==> src/pkt_match_pkg.sv <==
`default_nettype none

package pkt_match_pkg;

  // Data word geometry
  localparam int word_bytes = 8;
  localparam int byte_w = 8;
  localparam int data_w = word_bytes * byte_w;

  // Length code is valid bytes minus one, valid bytes sit at the low end
  localparam int len_w = 3;
  localparam logic [len_w-1:0] len_full = 3'd7;

  // Word index within a packet, up to 16 words
  localparam int word_off_w = 4;
  // Byte index within a word
  localparam int byte_off_w = $clog2(word_bytes);

  // Type field, never straddles two words
  localparam int type_bytes = 4;
  localparam int type_w = type_bytes * byte_w;
  localparam int type_last_start = word_bytes - type_bytes;

  // Symbol match table
  localparam int num_symbols = 4;
  localparam int buffer_w = 16;

  // Packet FSM encoding
  localparam logic st_idle = 1'b0;
  localparam logic st_in_packet = 1'b1;

  // One data word, seen as bytes by the type matcher
  // and as a single 64-bit symbol by the symbol matcher
  typedef union packed {
    logic [word_bytes-1:0][byte_w-1:0] bytes;
    logic [data_w-1:0]                 symbol;
  } data_word_u;

  // Unary mask of the valid bytes for a length code
  function automatic logic [word_bytes-1:0] len_mask(input logic [len_w-1:0] len);
    logic [word_bytes-1:0] mask;
    mask = '0;
    for (int i = 0; i < word_bytes; i++) begin
      mask[i] = (i <= int'(len));
    end
    return mask;
  endfunction

endpackage

`default_nettype wire

==> src/match_word_if.sv <==
`default_nettype none

interface match_word_if;
  import pkt_match_pkg::*;

  // Registered input word
  logic             vld;
  logic             sop;
  logic             eop;
  logic [len_w-1:0] length;
  data_word_u       data;

  // Parse status of the registered word
  logic [word_off_w-1:0] word_off;
  logic                  can_match;
  logic                  buffer_set;
  // Operand capture at the next edge
  logic                  load;

  modport ctrl (output vld, sop, eop, length, data, word_off, can_match, buffer_set, load);
  modport matcher (input vld, length, data, word_off, load);
  modport tracker (input sop, eop, length, data, can_match, buffer_set, load);

endinterface

`default_nettype wire

==> src/pkt_parse_ctrl.sv <==
`default_nettype none

module pkt_parse_ctrl (
  input  logic                                clk_net,
  input  logic                                rst_net,
  input  logic                                in_vld,
  input  logic                                in_sop,
  input  logic                                in_eop,
  input  logic [pkt_match_pkg::len_w-1:0]     in_length,
  input  logic [pkt_match_pkg::data_w-1:0]    in_data,
  match_word_if.ctrl                          word
);
  import pkt_match_pkg::*;

  logic state_r;
  logic state_nxt;
  logic accept;
  logic last;

  // Operands are loaded one cycle ahead of the start word reaching the register
  assign word.load = in_vld & in_sop;

  // Input valid, the only control bit of the input register
  always_ff @(posedge clk_net) begin
    if (rst_net) begin
      word.vld <= 1'b0;
    end else begin
      word.vld <= in_vld;
    end
  end

  // Payload only captured on valid input
  always_ff @(posedge clk_net) begin
    if (in_vld) begin
      word.sop    <= in_sop;
      word.eop    <= in_eop;
      word.length <= in_length;
      word.data   <= in_data;
    end
  end

  // Packet FSM
  always_comb begin
    state_nxt = state_r;
    accept    = 1'b0;
    last      = 1'b0;
    case (state_r)
      st_idle: begin
        // Only a start word opens a packet, anything else is dropped
        if (word.vld && word.sop) begin
          accept = 1'b1;
          if (word.eop) begin
            // One-word packet, stay idle
            last = 1'b1;
          end else begin
            state_nxt = st_in_packet;
          end
        end
      end
      default: begin
        // Inside a packet every valid word belongs to it
        if (word.vld) begin
          accept = 1'b1;
          if (word.eop) begin
            last      = 1'b1;
            state_nxt = st_idle;
          end
        end
      end
    endcase
  end

  assign word.can_match  = accept;
  assign word.buffer_set = last;

  always_ff @(posedge clk_net) begin
    if (rst_net) begin
      state_r <= st_idle;
    end else begin
      state_r <= state_nxt;
    end
  end

  // Word index, restarted by operand load
  always_ff @(posedge clk_net) begin
    if (rst_net || word.load) begin
      word.word_off <= '0;
    end else if (accept && !last) begin
      word.word_off <= word.word_off + 1'b1;
    end
  end

endmodule

`default_nettype wire

==> src/type_matcher.sv <==
`default_nettype none

module type_matcher (
  input  logic                                  clk_net,
  match_word_if.matcher                         word,
  input  logic [pkt_match_pkg::word_off_w-1:0]  type_word_off,
  input  logic [pkt_match_pkg::byte_off_w-1:0]  type_byte_off,
  input  logic [pkt_match_pkg::type_w-1:0]      type_value,
  output logic                                  type_found
);
  import pkt_match_pkg::*;

  // Latched operands, type byte 0 at the low end
  logic [word_off_w-1:0]            word_off_r;
  logic [byte_off_w-1:0]            byte_off_r;
  logic [type_bytes-1:0][byte_w-1:0] type_r;

  logic [word_bytes-1:0]      valid_mask;
  logic [type_last_start:0]   window_eq;
  logic                       off_in_range;

  always_ff @(posedge clk_net) begin
    if (word.load) begin
      word_off_r <= type_word_off;
      byte_off_r <= type_byte_off;
      type_r     <= type_value;
    end
  end

  always_comb begin
    valid_mask = len_mask(word.length);
    // One comparator window per legal start byte, 0 to 4
    for (int i = 0; i <= type_last_start; i++) begin
      window_eq[i] = 1'b1;
      for (int j = 0; j < type_bytes; j++) begin
        // Bytes past the word length never match
        window_eq[i] &= valid_mask[i+j] & (type_r[j] == word.data.bytes[i+j]);
      end
    end
  end

  // Start offsets above 4 would straddle into the next word
  assign off_in_range = (int'(byte_off_r) <= type_last_start);

  assign type_found = word.vld && (word.word_off == word_off_r) && off_in_range &&
                      window_eq[byte_off_r];

endmodule

`default_nettype wire

==> src/symbol_matcher.sv <==
`default_nettype none

module symbol_matcher (
  input  logic                                                        clk_net,
  match_word_if.matcher                                               word,
  input  logic [pkt_match_pkg::num_symbols-1:0]                       sym_valid,
  input  logic [pkt_match_pkg::num_symbols-1:0][pkt_match_pkg::word_off_w-1:0] sym_word_off,
  input  logic [pkt_match_pkg::num_symbols-1:0][pkt_match_pkg::data_w-1:0]     sym_value,
  input  logic [pkt_match_pkg::num_symbols-1:0][pkt_match_pkg::buffer_w-1:0]   sym_buffer,
  output logic                                                        sym_found,
  output logic [pkt_match_pkg::buffer_w-1:0]                          sym_buffer_sel
);
  import pkt_match_pkg::*;

  // Latched match table
  logic [num_symbols-1:0]                 valid_r;
  logic [num_symbols-1:0][word_off_w-1:0] word_off_r;
  logic [num_symbols-1:0][data_w-1:0]     value_r;
  logic [num_symbols-1:0][buffer_w-1:0]   buffer_r;

  logic                   full_word;
  logic [num_symbols-1:0] hit;

  always_ff @(posedge clk_net) begin
    if (word.load) begin
      valid_r    <= sym_valid;
      word_off_r <= sym_word_off;
      value_r    <= sym_value;
      buffer_r   <= sym_buffer;
    end
  end

  // A symbol fills the whole word
  assign full_word = word.vld && (word.length == len_full);

  always_comb begin
    sym_buffer_sel = '0;
    for (int i = 0; i < num_symbols; i++) begin
      // Entry must be enabled and tied to this word index
      hit[i] = full_word && valid_r[i] && (word_off_r[i] == word.word_off) &&
               (word.data.symbol == value_r[i]);
      // Later entries overwrite, so the highest index wins
      if (hit[i]) begin
        sym_buffer_sel = buffer_r[i];
      end
    end
  end

  // Explicit flag so a zero buffer still counts as a hit
  assign sym_found = |hit;

endmodule

`default_nettype wire

==> src/match_tracker.sv <==
`default_nettype none

module match_tracker (
  input  logic                                clk_net,
  input  logic                                rst_net,
  match_word_if.tracker                       word,
  input  logic                                type_found,
  input  logic                                sym_found,
  input  logic [pkt_match_pkg::buffer_w-1:0]  sym_buffer,
  output logic                                out_vld,
  output logic                                out_sop,
  output logic                                out_eop,
  output logic [pkt_match_pkg::len_w-1:0]     out_length,
  output pkt_match_pkg::data_word_u           out_data,
  output logic [pkt_match_pkg::buffer_w-1:0]  out_buffer
);
  import pkt_match_pkg::*;

  // Match state retained across the words of a packet
  logic                got_type_r;
  logic                got_symbol_r;
  logic [buffer_w-1:0] buffer_r;

  // Retained state merged with the current word
  logic                type_now;
  logic                symbol_now;
  logic                got_type;
  logic                got_symbol;
  logic [buffer_w-1:0] buffer_comb;
  logic [buffer_w-1:0] buffer_out;

  // Matches only count on accepted words
  assign type_now   = word.can_match & type_found;
  assign symbol_now = word.can_match & sym_found;

  assign got_type    = got_type_r | type_now;
  assign got_symbol  = got_symbol_r | symbol_now;
  assign buffer_comb = symbol_now ? sym_buffer : buffer_r;

  // Buffer only released on the end word with both matches seen
  assign buffer_out = (word.buffer_set && got_type && got_symbol) ? buffer_comb : '0;

  // Load clears ahead of the start word, it takes priority over updates
  always_ff @(posedge clk_net) begin
    if (rst_net || word.load) begin
      got_type_r   <= 1'b0;
      got_symbol_r <= 1'b0;
    end else begin
      got_type_r   <= got_type;
      got_symbol_r <= got_symbol;
    end
  end

  // Newest symbol hit replaces the held buffer
  always_ff @(posedge clk_net) begin
    if (symbol_now) begin
      buffer_r <= sym_buffer;
    end
  end

  // Output register, one cycle strobe per accepted word
  always_ff @(posedge clk_net) begin
    if (rst_net) begin
      out_vld <= 1'b0;
    end else begin
      out_vld <= word.can_match;
    end
  end

  always_ff @(posedge clk_net) begin
    if (word.can_match) begin
      out_sop    <= word.sop;
      out_eop    <= word.eop;
      out_length <= word.length;
      out_data   <= word.data;
      out_buffer <= buffer_out;
    end
  end

endmodule

`default_nettype wire

==> src/pkt_match_top.sv <==
`default_nettype none

module pkt_match_top (
  input  logic                                                        clk_net,
  input  logic                                                        rst_net,
  // Input word
  input  logic                                                        in_vld,
  input  logic                                                        in_sop,
  input  logic                                                        in_eop,
  input  logic [pkt_match_pkg::len_w-1:0]                             in_length,
  input  pkt_match_pkg::data_word_u                                   in_data,
  // Type operand
  input  logic [pkt_match_pkg::word_off_w-1:0]                        type_word_off,
  input  logic [pkt_match_pkg::byte_off_w-1:0]                        type_byte_off,
  input  logic [pkt_match_pkg::type_w-1:0]                            type_value,
  // Symbol entries, indexed by entry
  input  logic [pkt_match_pkg::num_symbols-1:0]                       sym_valid,
  input  logic [pkt_match_pkg::num_symbols-1:0][pkt_match_pkg::word_off_w-1:0] sym_word_off,
  input  logic [pkt_match_pkg::num_symbols-1:0][pkt_match_pkg::data_w-1:0]     sym_value,
  input  logic [pkt_match_pkg::num_symbols-1:0][pkt_match_pkg::buffer_w-1:0]   sym_buffer,
  // Output word
  output logic                                                        out_vld,
  output logic                                                        out_sop,
  output logic                                                        out_eop,
  output logic [pkt_match_pkg::len_w-1:0]                             out_length,
  output pkt_match_pkg::data_word_u                                   out_data,
  output logic [pkt_match_pkg::buffer_w-1:0]                          out_buffer
);
  import pkt_match_pkg::*;

  logic                type_found;
  logic                sym_found;
  logic [buffer_w-1:0] sel_buffer;

  // Registered word and parse status shared by the datapath
  match_word_if u_word ();

  pkt_parse_ctrl u_ctrl (
    .clk_net   (clk_net),
    .rst_net   (rst_net),
    .in_vld    (in_vld),
    .in_sop    (in_sop),
    .in_eop    (in_eop),
    .in_length (in_length),
    .in_data   (in_data),
    .word      (u_word.ctrl)
  );

  type_matcher u_type (
    .clk_net       (clk_net),
    .word          (u_word.matcher),
    .type_word_off (type_word_off),
    .type_byte_off (type_byte_off),
    .type_value    (type_value),
    .type_found    (type_found)
  );

  symbol_matcher u_symbol (
    .clk_net        (clk_net),
    .word           (u_word.matcher),
    .sym_valid      (sym_valid),
    .sym_word_off   (sym_word_off),
    .sym_value      (sym_value),
    .sym_buffer     (sym_buffer),
    .sym_found      (sym_found),
    .sym_buffer_sel (sel_buffer)
  );

  match_tracker u_tracker (
    .clk_net    (clk_net),
    .rst_net    (rst_net),
    .word       (u_word.tracker),
    .type_found (type_found),
    .sym_found  (sym_found),
    .sym_buffer (sel_buffer),
    .out_vld    (out_vld),
    .out_sop    (out_sop),
    .out_eop    (out_eop),
    .out_length (out_length),
    .out_data   (out_data),
    .out_buffer (out_buffer)
  );

endmodule

`default_nettype wire

==> config.mk <==
export PLATFORM = sky130hd
export DESIGN_NAME = pkt_match_top
export DESIGN_NICKNAME = d
export VERILOG_FILES = /design/src/pkt_match_pkg.sv /design/src/match_word_if.sv /design/src/pkt_parse_ctrl.sv /design/src/type_matcher.sv /design/src/symbol_matcher.sv /design/src/match_tracker.sv /design/src/pkt_match_top.sv
export SDC_FILE = /design/constraint.sdc
export NUM_CORES = 1
export LEC_CHECK = 0
export ABC_AREA = 0
export BUFFER_PORTS_ARGS = -buffer_cell sky130_fd_sc_hd__buf_2
export CAP_MARGIN = 20
export CORE_UTILIZATION = 50
export CTS_CLUSTER_DIAMETER = 50
export DETAILED_ROUTE_END_ITERATION = 16
export GPL_ROUTABILITY_DRIVEN = 0
export PLACE_DENSITY = 0.75
export SYNTH_ARGS = -nofsm -noshare
export SYNTH_HDL_FRONTEND = slang
export SYNTH_SLANG_ARGS = --single-unit
==> constraint.sdc <==
create_clock -name clk_net -period 13.9 [get_ports clk_net]
set_input_delay 2.085 -clock clk_net [delete_from_list [all_inputs] [get_ports clk_net]]
set_output_delay 2.085 -clock clk_net [all_outputs]
set_load 0.01 [all_outputs]
==> flow_summary_export.csv <==
group,metric,value,unit
drt,wire_per_inst,28.2,microns
synthesis,avgSynthCellArea,15.4,sq um
synthesis,synthFlopType,"edfxtp_1",
global_routing,grt_overflow,0,
drt,vias,15387,
synthesis,yosysSeqAreaShare,0.716,
cts,insertion_delay,0.61,ns
drt,routed_via_density,5.71,
setup_path,required,14.39,ns
cts,cts_buffers,61,
sta,fin_crit,4.72,ns
final_layout,seq_area,16500,sq um
power,finalPower,4.12,mW
setup_path,cp_cell_sequence,"buf_4 -> and2_4 -> buf_4 -> buf_4 -> or2_2 -> a21oi_1",
setup_path,critPathCaptureType,"flop",
cts,h-tree-depth,2,
final_layout,utilization,0.625,
power,ir_worst_vdd,0.143,mV
setup_path,slowest_delay,0.89,ns
synthesis,yosys_warnings,0,
sta,hold_viol,0,
sta,fin_hold_ws,0.438,ns
drt,totalWireLength,76000,microns
final_layout,multi_input_area,5810,sq um
cts,cts_tree,"yes",
cts,cts.path.max_buffers,3,
final_layout,n_fill_cell,3398,
synthesis,synth_cell_type_count,55,
synthesis,synth_edf_count,533,
drt,firstDrtPassIters,7,
global_routing,grt_max_degree,86,
synthesis,synth_area,23100,sq um
job,drv_cap,0,
synthesis,ys_async_sr_fraction,0,
cts,post_cts_buffers,0,
sta,fmax,212,MHz
final_layout,final_cell_mix,"535 x buf_2, 533 x edfxtp_1, 263 x xor2_1, 106 x xnor2_1, 70 x nor4_1",
setup_path,rrSetupSlack,9.41,ns
drt,ant_nets,0,
global_routing,antenna_found_initial,36,
synthesis,ys_ff_latch,558,
sta,finalCritPeriodShare,0.339,
status,status,"complete, no violations",
sta,finClkSkew,0.0213,ns
synthesis,synthCells,1500,
cts,root_buffer,"clkbuf_16",
synthesis,synthTopCellsByArea,"edfxtp_1 69%, xor2_1 10%, xnor2_1 4.0%",
setup_path,r2r_start,"u_ctrl.word.data[14]",
sta,setup_viol,0,
sta,slew_headroom,0.256,
global_routing,grt_pass1_wl,105000,microns
power,p_leak,10.8,nW
global_routing,grt_util_all_layers,0.320,
synthesis,synth_top_area_cell,"edfxtp_1",
setup_path,crit_path_frequent_cell,"buf_4",
cts,cts_resized,0,
final_layout,final_cells,2693,
setup_path,arrival,5.21,ns
setup_path,criticalPathCategory,"in2reg",
power,power_density,145,nW/um^2
synthesis,syn_nets,1952,
cts,holdBufCountCts,0,
setup_path,slowest_stage,"buf_4",
setup_path,worstReg2RegEnd,"u_tracker.out_buffer[2]",
hold_path,min_to,"u_tracker.buffer_r[5]",
hold_path,hold_path_depth,2,
drt,drc,0,
floorplanning,rows,78,
placed_design,io_buffers,536,
floorplanning,dieHeight,217,microns
sta,tns,0,ns
floorplanning,fp.dieW,217,microns
final_layout,area_growth,23.2,%
floorplanning,initial_core_util,0.507,
sta,maxSlewViolCount,0,
drt,drt-initial-drc-count,1572,
setup_path,cp-start-kind,"input pin",
placed_design,dpl.hpwl,55100,microns
global_routing,grt_pass1_vias,15428,
final_layout,num-nets-final,2468,
cts,clkTransAtPathRegs,0.06,ns
floorplanning,ios,537,
hold_path,hold_start,"u_tracker.buffer_r[5]",
setup_path,worst-path-max-fanout,79,
final_layout,layout-drive-gt1-share,0.327,
placed_design,dp_cells,2551,
floorplanning,die_area,47000,sq um
cts,clock_sinks,558,
hold_path,hp-class,"reg2reg",
floorplanning,core_area,45500,sq um
sta,rsz0062_at_grt,"no",
final_layout,layout_commonest_cell,"buf_2",
sta,tightestPinTransition,1.12,ns
synthesis,yosysTopAreaCellShare,0.694,
setup_path,worst_r2r_path_depth,8,
area by class of cell:
type                    instances  area share
diodes                         25     0.00220
clock buffers                  75      0.0574
clock inverters                40      0.0184
inverters                      58     0.00775
multi-input cells             771       0.204
flip-flops and latches        558       0.581
well taps                     600      0.0264
repair buffers                566       0.103
Yosys cell counts (8+ instances only):
cell type / n
edfxtp_1: 533
xor2_1: 263
xnor2_1: 106
nor4_1: 70
nand4_1: 58
inv_1: 57
clkbuf_1: 50
buf_2: 49
nand2_1: 39
a21oi_1: 38
nor2b_1: 32
dfxtp_1: 25
nand3_1: 25
o22ai_1: 19
a311o_1: 14
nor3_1: 12
nor2_1: 11
buf_4: 8
critical path, delay by kind of cell:
| family | cells | cell delay, ns |
|---|---|---|
| buffers and inverters | 3 | 1.88 |
| and+or+nand+nor | 2 | 1.07 |
| AOI/OAI and AO/OA | 1 | 0.07 |
cell families (layout without fill, tap and decap cells):
logic type,after synthesis,in the layout,synth area share
AOI/OAI and AO/OA,129,129,0.0413
xor gates and xnor gates,369,369,0.140
adders and majority gates,1,1,0.000542
buffers and inverters,171,739,0.0331
DFF,558,558,0.716
other,0,25,0
and+or+nand+nor,272,272,0.0694
flip-flops by register name (all words and copies together), names as in the netlist, 3 cells and up:
signal / count
u_symbol.value_r: 256
u_type.word_off_r: 4
u_type.byte_off_r: 3
u_symbol.buffer_r: 64
u_tracker.out_length: 3
u_tracker.buffer_r: 16
u_tracker.out_data: 64
u_ctrl.word.word_off: 4
u_symbol.valid_r: 4
u_ctrl.word.data: 64
u_ctrl.word.length: 3
u_symbol.word_off_r: 16
u_tracker.out_buffer: 16
u_type.type_r: 32
report_power, final:
group	total (mW)	leakage, nW	switching (mW)	internal (mW)
logic	0.316	4.48	0.171	0.145
clock network	1.72	1.05	0.677	1.04
registers	2.08	5.24	0.117	1.96
stage by stage:
stage	setup slack (ns)	area [sq um]
final	9.18	28400
after global routing	8.97	28400
after CTS	9.16	28300
after detailed placement	8.51	26200
after global placement	8.65	26200
after floorplan	2.02	23100
layer usage:
metal | GRT usage | vias up | routed length, microns
met3 | 0.0879 | 220 | 8260
met5 | 0 | - | 122
met4 | 0.138 | 20 | 3240
met2 | 0.519 | 1028 | 36100
li1 | - | 6596 | -
met1 | 0.406 | 7523 | 28300
worst max path at each step:
stage            from                 endpoint  cells past startpoint
6_report       in_vld  u_ctrl.word.word_off[1]                      6
5_1_grt        in_vld   u_tracker.got_symbol_r                      6
4_1_cts        in_vld  u_ctrl.word.word_off[1]                      6
3_5_place_dp   in_vld  u_ctrl.word.word_off[1]                      6
3_3_place_gp   in_vld  u_ctrl.word.word_off[0]                      6
2_1_floorplan  in_sop  u_ctrl.word.word_off[0]                      4
Note: power is estimated with default switching activity, not from simulation.
